`config.mk`:
```
export PLATFORM = sky130hd
export DESIGN_NAME = tagctrl_top
export DESIGN_NICKNAME = d
export VERILOG_FILES = /design/src/hw/tagctrl_pkg.sv /design/src/hw/tagctrl_req_unit.sv /design/src/hw/tagctrl_tag_store.sv /design/src/hw/tagctrl_desc_fifo.sv /design/src/hw/tagctrl_resp_unit.sv /design/src/hw/tagctrl_top.sv
export SDC_FILE = /design/constraint.sdc
export NUM_CORES = 1
export LEC_CHECK = 0
export BUFFER_PORTS_ARGS = -buffer_cell sky130_fd_sc_hd__buf_2
export CAP_MARGIN = 10
export CORE_AREA = 2 2 253 230
export CTS_CLUSTER_SIZE = 24
export DETAILED_ROUTE_END_ITERATION = 12
export DIE_AREA = 0 0 255 232
export RECOVER_POWER = 100
export SYNTH_ARGS = -nofsm -noshare
export SYNTH_HDL_FRONTEND = slang
export SYNTH_SLANG_ARGS = --single-unit
```
`constraint.sdc`:
```
create_clock -name clk_i -period 6.25 [get_ports clk_i]
set_clock_uncertainty 0.05 [all_clocks]
set_input_delay 1.25 -clock clk_i [delete_from_list [all_inputs] [get_ports clk_i]]
set_output_delay 1.25 -clock clk_i [all_outputs]
set_load 0.03 [all_outputs]
```
`src/hw/tagctrl_pkg.sv`:
```
// ------------------------------
// Tag controller shared types
// Widths, request and response structs, tag store states
// ------------------------------
package tagctrl_pkg;

  // Capability and granule width, equal to the data path width
  localparam int unsigned CapSize       = 128;
  localparam int unsigned AddrWidth     = 32;
  // Byte offset bits inside one granule
  localparam int unsigned GranuleOffset = 4;

  typedef logic [AddrWidth-1:0]   addr_t;
  typedef logic [CapSize-1:0]     data_t;
  typedef logic [CapSize/8-1:0]   strb_t;

  // Single-cycle request from the CPU side
  typedef struct packed {
    addr_t addr;
    data_t wdata;
    strb_t strb;
    logic  we;
    logic  tag;
  } cpu_req_t;

  // Request forwarded to memory, tag bit stripped
  typedef struct packed {
    addr_t addr;
    data_t wdata;
    strb_t strb;
    logic  we;
  } mem_req_t;

  // Read response back to the CPU
  typedef struct packed {
    data_t rdata;
    logic  tag;
  } cpu_rsp_t;

  // Tag store sequencing
  typedef enum logic [0:0] {
    IDLE  = 1'b0,
    FLUSH = 1'b1
  } store_state_e;

endpackage

```
`src/hw/tagctrl_req_unit.sv`:
```
// ------------------------------
// Tag controller request unit
// Forwards CPU requests to memory and drives tag accesses
// ------------------------------
`timescale 1ns/1ps

module tagctrl_req_unit import tagctrl_pkg::*; #(
  parameter addr_t        DramBase    = 32'h8000_0000,
  parameter int unsigned  DramLength  = 4096,
  parameter int unsigned  NumGranules = DramLength / (CapSize / 8),
  localparam int unsigned IdxWidth    = (NumGranules > 1) ? $clog2(NumGranules) : 1
) (
  input  logic                clk_i,
  input  logic                reset_i,
  input  logic                cpu_req_valid_i,
  input  cpu_req_t            cpu_req_i,
  output logic                mem_req_valid_o,
  output mem_req_t            mem_req_o,
  output logic                tag_we_o,
  output logic                tag_wbit_o,
  output logic                tag_re_o,
  output logic [IdxWidth-1:0] tag_index_o,
  output logic                tag_in_range_o,
  output logic                push_o,
  input  logic                busy_i
);

  addr_t    offset;
  addr_t    granule;
  logic     in_range;
  logic     full_strb;
  logic     rd_req;

  logic     mem_req_valid_q;
  mem_req_t mem_req_q;
  logic     push_q;
  logic     in_range_q;

  // Window check, addresses below the base wrap to a large offset
  assign offset    = cpu_req_i.addr - DramBase;
  assign granule   = offset >> GranuleOffset;
  assign in_range  = (cpu_req_i.addr >= DramBase) && (offset < DramLength);
  assign full_strb = &cpu_req_i.strb;
  assign rd_req    = cpu_req_valid_i & ~cpu_req_i.we;

  // Partial writes always clear the granule tag
  assign tag_we_o    = cpu_req_valid_i & cpu_req_i.we & in_range;
  assign tag_wbit_o  = cpu_req_i.tag & full_strb;
  assign tag_re_o    = rd_req & in_range;
  assign tag_index_o = granule[IdxWidth-1:0];

  always_ff @(posedge clk_i) begin
    if (reset_i) begin
      mem_req_valid_q <= 1'b0;
      push_q          <= 1'b0;
      in_range_q      <= 1'b0;
    end else begin
      mem_req_valid_q <= cpu_req_valid_i;
      // Push lines up with the registered tag store output
      push_q          <= rd_req;
      in_range_q      <= rd_req & in_range;
    end
  end

  always_ff @(posedge clk_i) begin
    if (cpu_req_valid_i) begin
      mem_req_q.addr  <= cpu_req_i.addr;
      mem_req_q.wdata <= cpu_req_i.wdata;
      mem_req_q.strb  <= cpu_req_i.strb;
      mem_req_q.we    <= cpu_req_i.we;
    end
  end

  assign mem_req_valid_o = mem_req_valid_q;
  assign mem_req_o       = mem_req_q;
  assign push_o          = push_q;
  assign tag_in_range_o  = in_range_q;

  // The CPU holds off while the tag store sweeps
  a_no_req_while_busy : assert property (
    @(posedge clk_i) disable iff (reset_i) busy_i |-> !cpu_req_valid_i
  ) else $error("CPU request issued during tag flush");

endmodule

```
`src/hw/tagctrl_tag_store.sv`:
```
// ------------------------------
// Tag store
// One tag bit per granule, registered read, flush sweep
// ------------------------------
`timescale 1ns/1ps

module tagctrl_tag_store import tagctrl_pkg::*; #(
  parameter int unsigned  NumGranules = 256,
  localparam int unsigned IdxWidth    = (NumGranules > 1) ? $clog2(NumGranules) : 1
) (
  input  logic                clk_i,
  input  logic                reset_i,
  input  logic                flush_i,
  input  logic                we_i,
  input  logic                wbit_i,
  input  logic                re_i,
  input  logic [IdxWidth-1:0] index_i,
  input  logic                in_range_i,
  output logic                rbit_o,
  output logic                busy_o
);

  logic                tags_q [NumGranules];
  logic                rbit_q;
  store_state_e        state_q;
  logic [IdxWidth-1:0] sweep_q;
  logic                sweep_last;

  assign sweep_last = (sweep_q == IdxWidth'(NumGranules - 1));

  // Reset enters the sweep so every tag starts cleared
  always_ff @(posedge clk_i) begin
    if (reset_i) begin
      state_q <= FLUSH;
      sweep_q <= '0;
    end else begin
      case (state_q)
        IDLE: begin
          sweep_q <= '0;
          if (flush_i) begin
            state_q <= FLUSH;
          end
        end
        FLUSH: begin
          sweep_q <= sweep_q + 1'b1;
          if (sweep_last) begin
            state_q <= IDLE;
          end
        end
        default: begin
          state_q <= IDLE;
        end
      endcase
    end
  end

  // Sweep owns the write port while flushing
  always_ff @(posedge clk_i) begin
    if (state_q == FLUSH) begin
      tags_q[sweep_q] <= 1'b0;
    end else if (we_i) begin
      tags_q[index_i] <= wbit_i;
    end
  end

  always_ff @(posedge clk_i) begin
    if (re_i) begin
      rbit_q <= tags_q[index_i];
    end
  end

  // Out-of-window reads see tag 0
  assign rbit_o = rbit_q & in_range_i;
  assign busy_o = (state_q == FLUSH);

  a_no_write_in_flush : assert property (
    @(posedge clk_i) disable iff (reset_i) (state_q == FLUSH) |-> !we_i
  ) else $error("Tag write during flush sweep");

endmodule

```
`src/hw/tagctrl_desc_fifo.sv`:
```
// ------------------------------
// Read descriptor FIFO
// Holds looked-up tags until memory returns the data
// ------------------------------
`timescale 1ns/1ps

module tagctrl_desc_fifo #(
  parameter int unsigned  FifoDepth  = 4,
  localparam int unsigned PtrWidth   = (FifoDepth > 1) ? $clog2(FifoDepth) : 1,
  localparam int unsigned UsageWidth = $clog2(FifoDepth + 1)
) (
  input  logic clk_i,
  input  logic reset_i,
  input  logic push_i,
  input  logic tag_i,
  input  logic pop_i,
  output logic tag_o
);

  logic                  tags_q [FifoDepth];
  logic [PtrWidth-1:0]   wr_ptr_q;
  logic [PtrWidth-1:0]   rd_ptr_q;
  logic [UsageWidth-1:0] usage_q;
  logic                  full;
  logic                  empty;

  assign full  = (usage_q == UsageWidth'(FifoDepth));
  assign empty = (usage_q == '0);

  always_ff @(posedge clk_i) begin
    if (reset_i) begin
      wr_ptr_q <= '0;
      rd_ptr_q <= '0;
      usage_q  <= '0;
    end else begin
      if (push_i) begin
        wr_ptr_q <= (wr_ptr_q == PtrWidth'(FifoDepth - 1)) ? '0 : wr_ptr_q + 1'b1;
      end
      if (pop_i) begin
        rd_ptr_q <= (rd_ptr_q == PtrWidth'(FifoDepth - 1)) ? '0 : rd_ptr_q + 1'b1;
      end
      // Simultaneous push and pop leave the count unchanged
      if (push_i && !pop_i) begin
        usage_q <= usage_q + 1'b1;
      end else if (pop_i && !push_i) begin
        usage_q <= usage_q - 1'b1;
      end
    end
  end

  always_ff @(posedge clk_i) begin
    if (push_i) begin
      tags_q[wr_ptr_q] <= tag_i;
    end
  end

  // Head entry, valid whenever the FIFO is not empty
  assign tag_o = tags_q[rd_ptr_q];

  a_no_push_full : assert property (
    @(posedge clk_i) disable iff (reset_i) full |-> !push_i
  ) else $error("More reads outstanding than the FIFO holds");

  a_no_pop_empty : assert property (
    @(posedge clk_i) disable iff (reset_i) empty |-> !pop_i
  ) else $error("Memory response without an outstanding read");

endmodule

```
`src/hw/tagctrl_resp_unit.sv`:
```
// ------------------------------
// Tag controller response unit
// Joins memory read data with its queued tag
// ------------------------------
`timescale 1ns/1ps

module tagctrl_resp_unit import tagctrl_pkg::*; (
  input  logic     clk_i,
  input  logic     reset_i,
  input  logic     mem_rsp_valid_i,
  input  data_t    mem_rsp_data_i,
  input  logic     fifo_tag_i,
  output logic     fifo_pop_o,
  output logic     cpu_rsp_valid_o,
  output cpu_rsp_t cpu_rsp_o
);

  logic     rsp_valid_q;
  cpu_rsp_t rsp_q;

  // Memory answers in order, so the FIFO head belongs to this beat
  assign fifo_pop_o = mem_rsp_valid_i;

  always_ff @(posedge clk_i) begin
    if (reset_i) begin
      rsp_valid_q <= 1'b0;
    end else begin
      rsp_valid_q <= mem_rsp_valid_i;
    end
  end

  always_ff @(posedge clk_i) begin
    if (mem_rsp_valid_i) begin
      rsp_q.rdata <= mem_rsp_data_i;
      rsp_q.tag   <= fifo_tag_i;
    end
  end

  assign cpu_rsp_valid_o = rsp_valid_q;
  assign cpu_rsp_o       = rsp_q;

endmodule

```
`src/hw/tagctrl_top.sv`:
```
// ------------------------------
// Capability tag controller top
// Request, tag store, FIFO and response units
// ------------------------------
`timescale 1ns/1ps

module tagctrl_top import tagctrl_pkg::*; #(
  parameter addr_t        DramBase    = 32'h8000_0000,
  parameter int unsigned  DramLength  = 4096,
  parameter int unsigned  NumGranules = DramLength / (CapSize / 8),
  parameter int unsigned  FifoDepth   = 4,
  localparam int unsigned IdxWidth    = (NumGranules > 1) ? $clog2(NumGranules) : 1
) (
  input  logic     clk_i,
  input  logic     reset_i,
  input  logic     cpu_req_valid_i,
  input  cpu_req_t cpu_req_i,
  output logic     mem_req_valid_o,
  output mem_req_t mem_req_o,
  input  logic     mem_rsp_valid_i,
  input  data_t    mem_rsp_data_i,
  output logic     cpu_rsp_valid_o,
  output cpu_rsp_t cpu_rsp_o,
  input  logic     flush_i,
  output logic     busy_o
);

  logic                tag_we;
  logic                tag_wbit;
  logic                tag_re;
  logic [IdxWidth-1:0] tag_index;
  logic                tag_in_range;
  logic                tag_rbit;
  logic                push;
  logic                pop;
  logic                fifo_tag;

  tagctrl_req_unit #(
    .DramBase    (DramBase),
    .DramLength  (DramLength),
    .NumGranules (NumGranules)
  ) i_req_unit (
    .clk_i           (clk_i),
    .reset_i         (reset_i),
    .cpu_req_valid_i (cpu_req_valid_i),
    .cpu_req_i       (cpu_req_i),
    .mem_req_valid_o (mem_req_valid_o),
    .mem_req_o       (mem_req_o),
    .tag_we_o        (tag_we),
    .tag_wbit_o      (tag_wbit),
    .tag_re_o        (tag_re),
    .tag_index_o     (tag_index),
    .tag_in_range_o  (tag_in_range),
    .push_o          (push),
    .busy_i          (busy_o)
  );

  tagctrl_tag_store #(
    .NumGranules (NumGranules)
  ) i_tag_store (
    .clk_i      (clk_i),
    .reset_i    (reset_i),
    .flush_i    (flush_i),
    .we_i       (tag_we),
    .wbit_i     (tag_wbit),
    .re_i       (tag_re),
    .index_i    (tag_index),
    .in_range_i (tag_in_range),
    .rbit_o     (tag_rbit),
    .busy_o     (busy_o)
  );

  // In-flight read tags, one entry per outstanding read
  tagctrl_desc_fifo #(
    .FifoDepth (FifoDepth)
  ) i_desc_fifo (
    .clk_i   (clk_i),
    .reset_i (reset_i),
    .push_i  (push),
    .tag_i   (tag_rbit),
    .pop_i   (pop),
    .tag_o   (fifo_tag)
  );

  tagctrl_resp_unit i_resp_unit (
    .clk_i           (clk_i),
    .reset_i         (reset_i),
    .mem_rsp_valid_i (mem_rsp_valid_i),
    .mem_rsp_data_i  (mem_rsp_data_i),
    .fifo_tag_i      (fifo_tag),
    .fifo_pop_o      (pop),
    .cpu_rsp_valid_o (cpu_rsp_valid_o),
    .cpu_rsp_o       (cpu_rsp_o)
  );

endmodule

```
==> flow_summary.json <==
{
  "outcome": "finished with violations",
  "violations_in_the_final_reports": "max-capacitance violations, max-slew violations",
  "cts-htree-levels": 2,
  "net-switching-power_mw": 2.41,
  "tritoncts": "yes",
  "area_growth_syn_to_layout_pct": 23.7,
  "drtIter0Drc": 2173,
  "crit_path_start": "mem_rsp_valid_i",
  "cellPowerDensity_nw_per_um2": 329,
  "final_max_slew_viol_count": 291,
  "global_route.usage.met2": 0.471,
  "grt_ovf": 0,
  "placement_rows": 83,
  "synth_async_sr_flop_share": 0,
  "clkLatencyLatePin_ns": 0.63,
  "dominant_cells_by_area_after_synthesis": "edfxtp_1, mux4_2, nor2_1",
  "comb_power_share": 0.099,
  "cellLeakagePower_nw": 9.62,
  "gp_congestion": 1.11,
  "number_of_flops_mapped_to_enable_cells_by_yosys": 567,
  "drt_pre_antenna_iters": 6,
  "min_path_type": "reg -> reg",
  "maxClockFrequency_ghz": 0.200,
  "critical_path_arrival_ns": 5.21,
  "final_setup_violation_count": 0,
  "yosys_warnings": 0,
  "max_stage_delay_ns": 2.89,
  "post_cts_resize_count": 0,
  "power_switching_share": 0.265,
  "vdd_ir_drop_max_uv": 220,
  "worstSetupStartpointType": "primary input",
  "vias": 15200,
  "vias_per_cell": 5.50,
  "power.share.clock": 0.401,
  "syn_area_per_cell_sq_um": 17.2,
  "cap_viol_max_count": 5,
  "yosysUniqueCellTypes": 63,
  "combined_area_of_the_multi_input_logic_cells_sq_um": 4500,
  "clk_pin_slew_worst_paths_ns": 0.07,
  "floorplan.die_area_sq_um": 59200,
  "ff_latch_area_sq_um": 17400,
  "setup_repair_after_global_routing_missed_its_margin": "false",
  "grt_start_max_net_pins": 99,
  "core_sq_um": 56600,
  "synth_top_area_share": 0.762,
  "grt_pass1_wl_um": 124000,
  "hold_viol": 0,
  "route.detailed.wl_per_inst_um": 35.3,
  "final_min_period_over_clock_period": 0.801,
  "floorplan.io_pins": 620,
  "power.sequential.fraction": 0.500,
  "cts.hold.buffers_added": 0,
  "synthesis.area_sq_um": 22400,
  "worst-setup-path-type": "in -> reg",
  "cts_made_buffers": 60,
  "worstPathRequired_ns": 6.46,
  "period_needed_ns": 5.01,
  "cts_post_setup_buffers_inserted": 0,
  "post_route_cells_drive_above_1_share": 0.234,
  "rr_startpoint": "i_tag_store.busy_o",
  "gr-max-usage-layer": "met1",
  "synth_cells": 1298,
  "drc_errors": 0,
  "use_met1": 0.483,
  "path_delay_family": "buffers and inverters",
  "critical_path_peak_fanout": 75,
  "cts.root.buffer_cell": "clkbuf_16",
  "max-slew-margin-rel": -1.91,
  "synth.most_common_cell": "edfxtp_1",
  "synth_seq_cells": 584,
  "reg2reg_depth": 4,
  "crit_cells": 2,
  "intPower_mw": 6.70,
  "final_power_mw": 9.11,
  "endpoint_kind": "flop",
  "netlist.top_cell.by_area": "edfxtp_1",
  "timing_worst_slew_pin_value_ns": 4.36,
  "synth.top_cells.by_count": "edfxtp_1, nor2_1, nand2_1, nor2_2, mux2i_1",
  "antenna_found_initial": 48,
  "io_buffer_count": 619,
  "r2r_end": "i_tag_store.tags_q[224]",
  "layout.nets": 2247,
  "drt_wl_total_um": 97600,
  "worstPathCellList": "clkbuf_1 > buf_4",
  "dp_hpwl_um": 75600,
  "remaining_antenna_violation_count": 0,
  "grt_pass1_vias": 13800,
  "crit_slowest_cell": "clkbuf_1",
  "ff2ff_setup_slack_ns": 2.47,
  "synth_fp_nets": 1615,
  "clk_path_buf_depth": 3,
  "clock_sink_count": 584,
  "start_util": 0.395,
  "critical_path_buf_inv_count": 2,
  "critPathCapture": "i_resp_unit.cpu_rsp_o[1]",
  "die_width_um": 255,
  "grtUsageTotal": 0.322,
  "synth.yosys.seq_area_share": 0.777,
  "floorplan.die.height_um": 232,
  "n_fill_cell": 5065,
  "grt_util_met3": 0.0691,
  "finalSetupTns_ns": 0,
  "postSynth.topFlopCell": "edfxtp_1"
}
[logic make-up after synthesis]
group	synth area share
flip-flops	0.777
AND/OR/NAND/NOR	0.105
multiplexers	0.0713
buffers and inverters	0.0196
AO/OA/AOI/OAI	0.0220
adder cells (fa/ha/maj)	0.00336
XOR/XNOR	0.00157
[sequential cells by signal, indices dropped and copies added, names as in the netlist]
| name | cells |
|---|---|
| i_desc_fifo.wr_ptr_q | 2 |
| i_req_unit.tag_in_range_o | 1 |
| i_tag_store.rbit_q | 1 |
| i_req_unit.push_o | 1 |
| i_resp_unit.cpu_rsp_valid_o | 1 |
| i_req_unit.mem_req_o | 177 |
| i_tag_store.sweep_q | 8 |
| i_req_unit.mem_req_valid_o | 1 |
| i_desc_fifo.tags_q | 4 |
| i_desc_fifo.rd_ptr_q | 2 |
| i_resp_unit.cpu_rsp_o | 129 |
| i_tag_store.tags_q | 256 |
| i_tag_store.busy_o | 1 |
[stage by stage]
stage	setup slack, ns	util	area, sq um	instances	hold WS (ns)
after floorplan	1.44	-	22400	1298	0.402
after global placement	1.45	0.462	26200	2633	0.467
after detailed placement	1.33	0.462	26200	2633	0.491
after CTS	2.00	0.497	28100	2743	0.500
after global routing	0.940	0.488	27600	2748	0.521
final	1.24	0.489	27700	2766	0.504
[how the worst min path moves through the flow]
| stage | from | endpoint | slack, ns | cells past startpoint |
|---|---|---|---|---|
| detailed placement | i_desc_fifo.rd_ptr_q[1] | i_desc_fifo.rd_ptr_q[1] | 0.49 | 2 |
| CTS | i_tag_store.sweep_q[0] | i_tag_store.sweep_q[0] | 0.50 | 1 |
| finish | i_desc_fifo.wr_ptr_q[1] | i_desc_fifo.wr_ptr_q[1] | 0.50 | 2 |
| global placement | i_tag_store.sweep_q[0] | i_tag_store.sweep_q[0] | 0.47 | 1 |
| floorplan | i_tag_store.sweep_q[0] | i_tag_store.sweep_q[0] | 0.40 | 1 |
| global route | i_desc_fifo.wr_ptr_q[1] | i_desc_fifo.wr_ptr_q[1] | 0.52 | 2 |
[layer usage]
layer	routed length (um)	vias up	part of all wire
met4	3370	12	0.034
met5	66	-	0.00068
li1	-	6186	-
met1	41300	7848	0.42
met2	42700	1002	0.44
met3	10200	167	0.10
[final cells by class]
cell class              count  share of cell area
well taps                 765              0.0346
multi-input cells         642               0.163
diodes                     23             0.00208
clock buffers              68              0.0569
flip-flops and latches    584               0.628
inverters                   7            0.000950
clock inverters            42              0.0150
repair buffers            635              0.0997
[power by group through the flow]
| stage | clock network [mW] | logic [mW] | registers (mW) |
|---|---|---|---|
| after floorplan | 0 | 0.129 | 4.92 |
| after global placement | 0 | 0.947 | 4.61 |
| after detailed placement | 0 | 0.947 | 4.62 |
| after CTS | 3.69 | 0.951 | 4.54 |
| after global routing | 3.84 | 0.924 | 4.56 |
| final | 3.65 | 0.906 | 4.55 |
[cell usage in the layout, fill, tap and decap left out, drive strengths merged, types with 5 or more instances in the layout]
cell	synthesis	final
nand4	9	9
o21ai	10	10
and3	7	7
nand2b	10	10
a211oi	6	6
nor4	8	8
nor2b	13	13
clkinv	1	34
and2	10	10
inv	6	7
diode	0	23
or3	5	5
edfxtp	567	567
nor2	298	298
ha	6	6
clkbuf	16	462
o22ai	10	10
mux4	41	41
a22oi	9	9
mux2	18	18
nand3	21	21
mux2i	44	44
a31oi	7	7
dfxtp	17	17
nand2	62	62
buf	48	241
bufinv	0	6
Power figures use the tool's default switching activity.
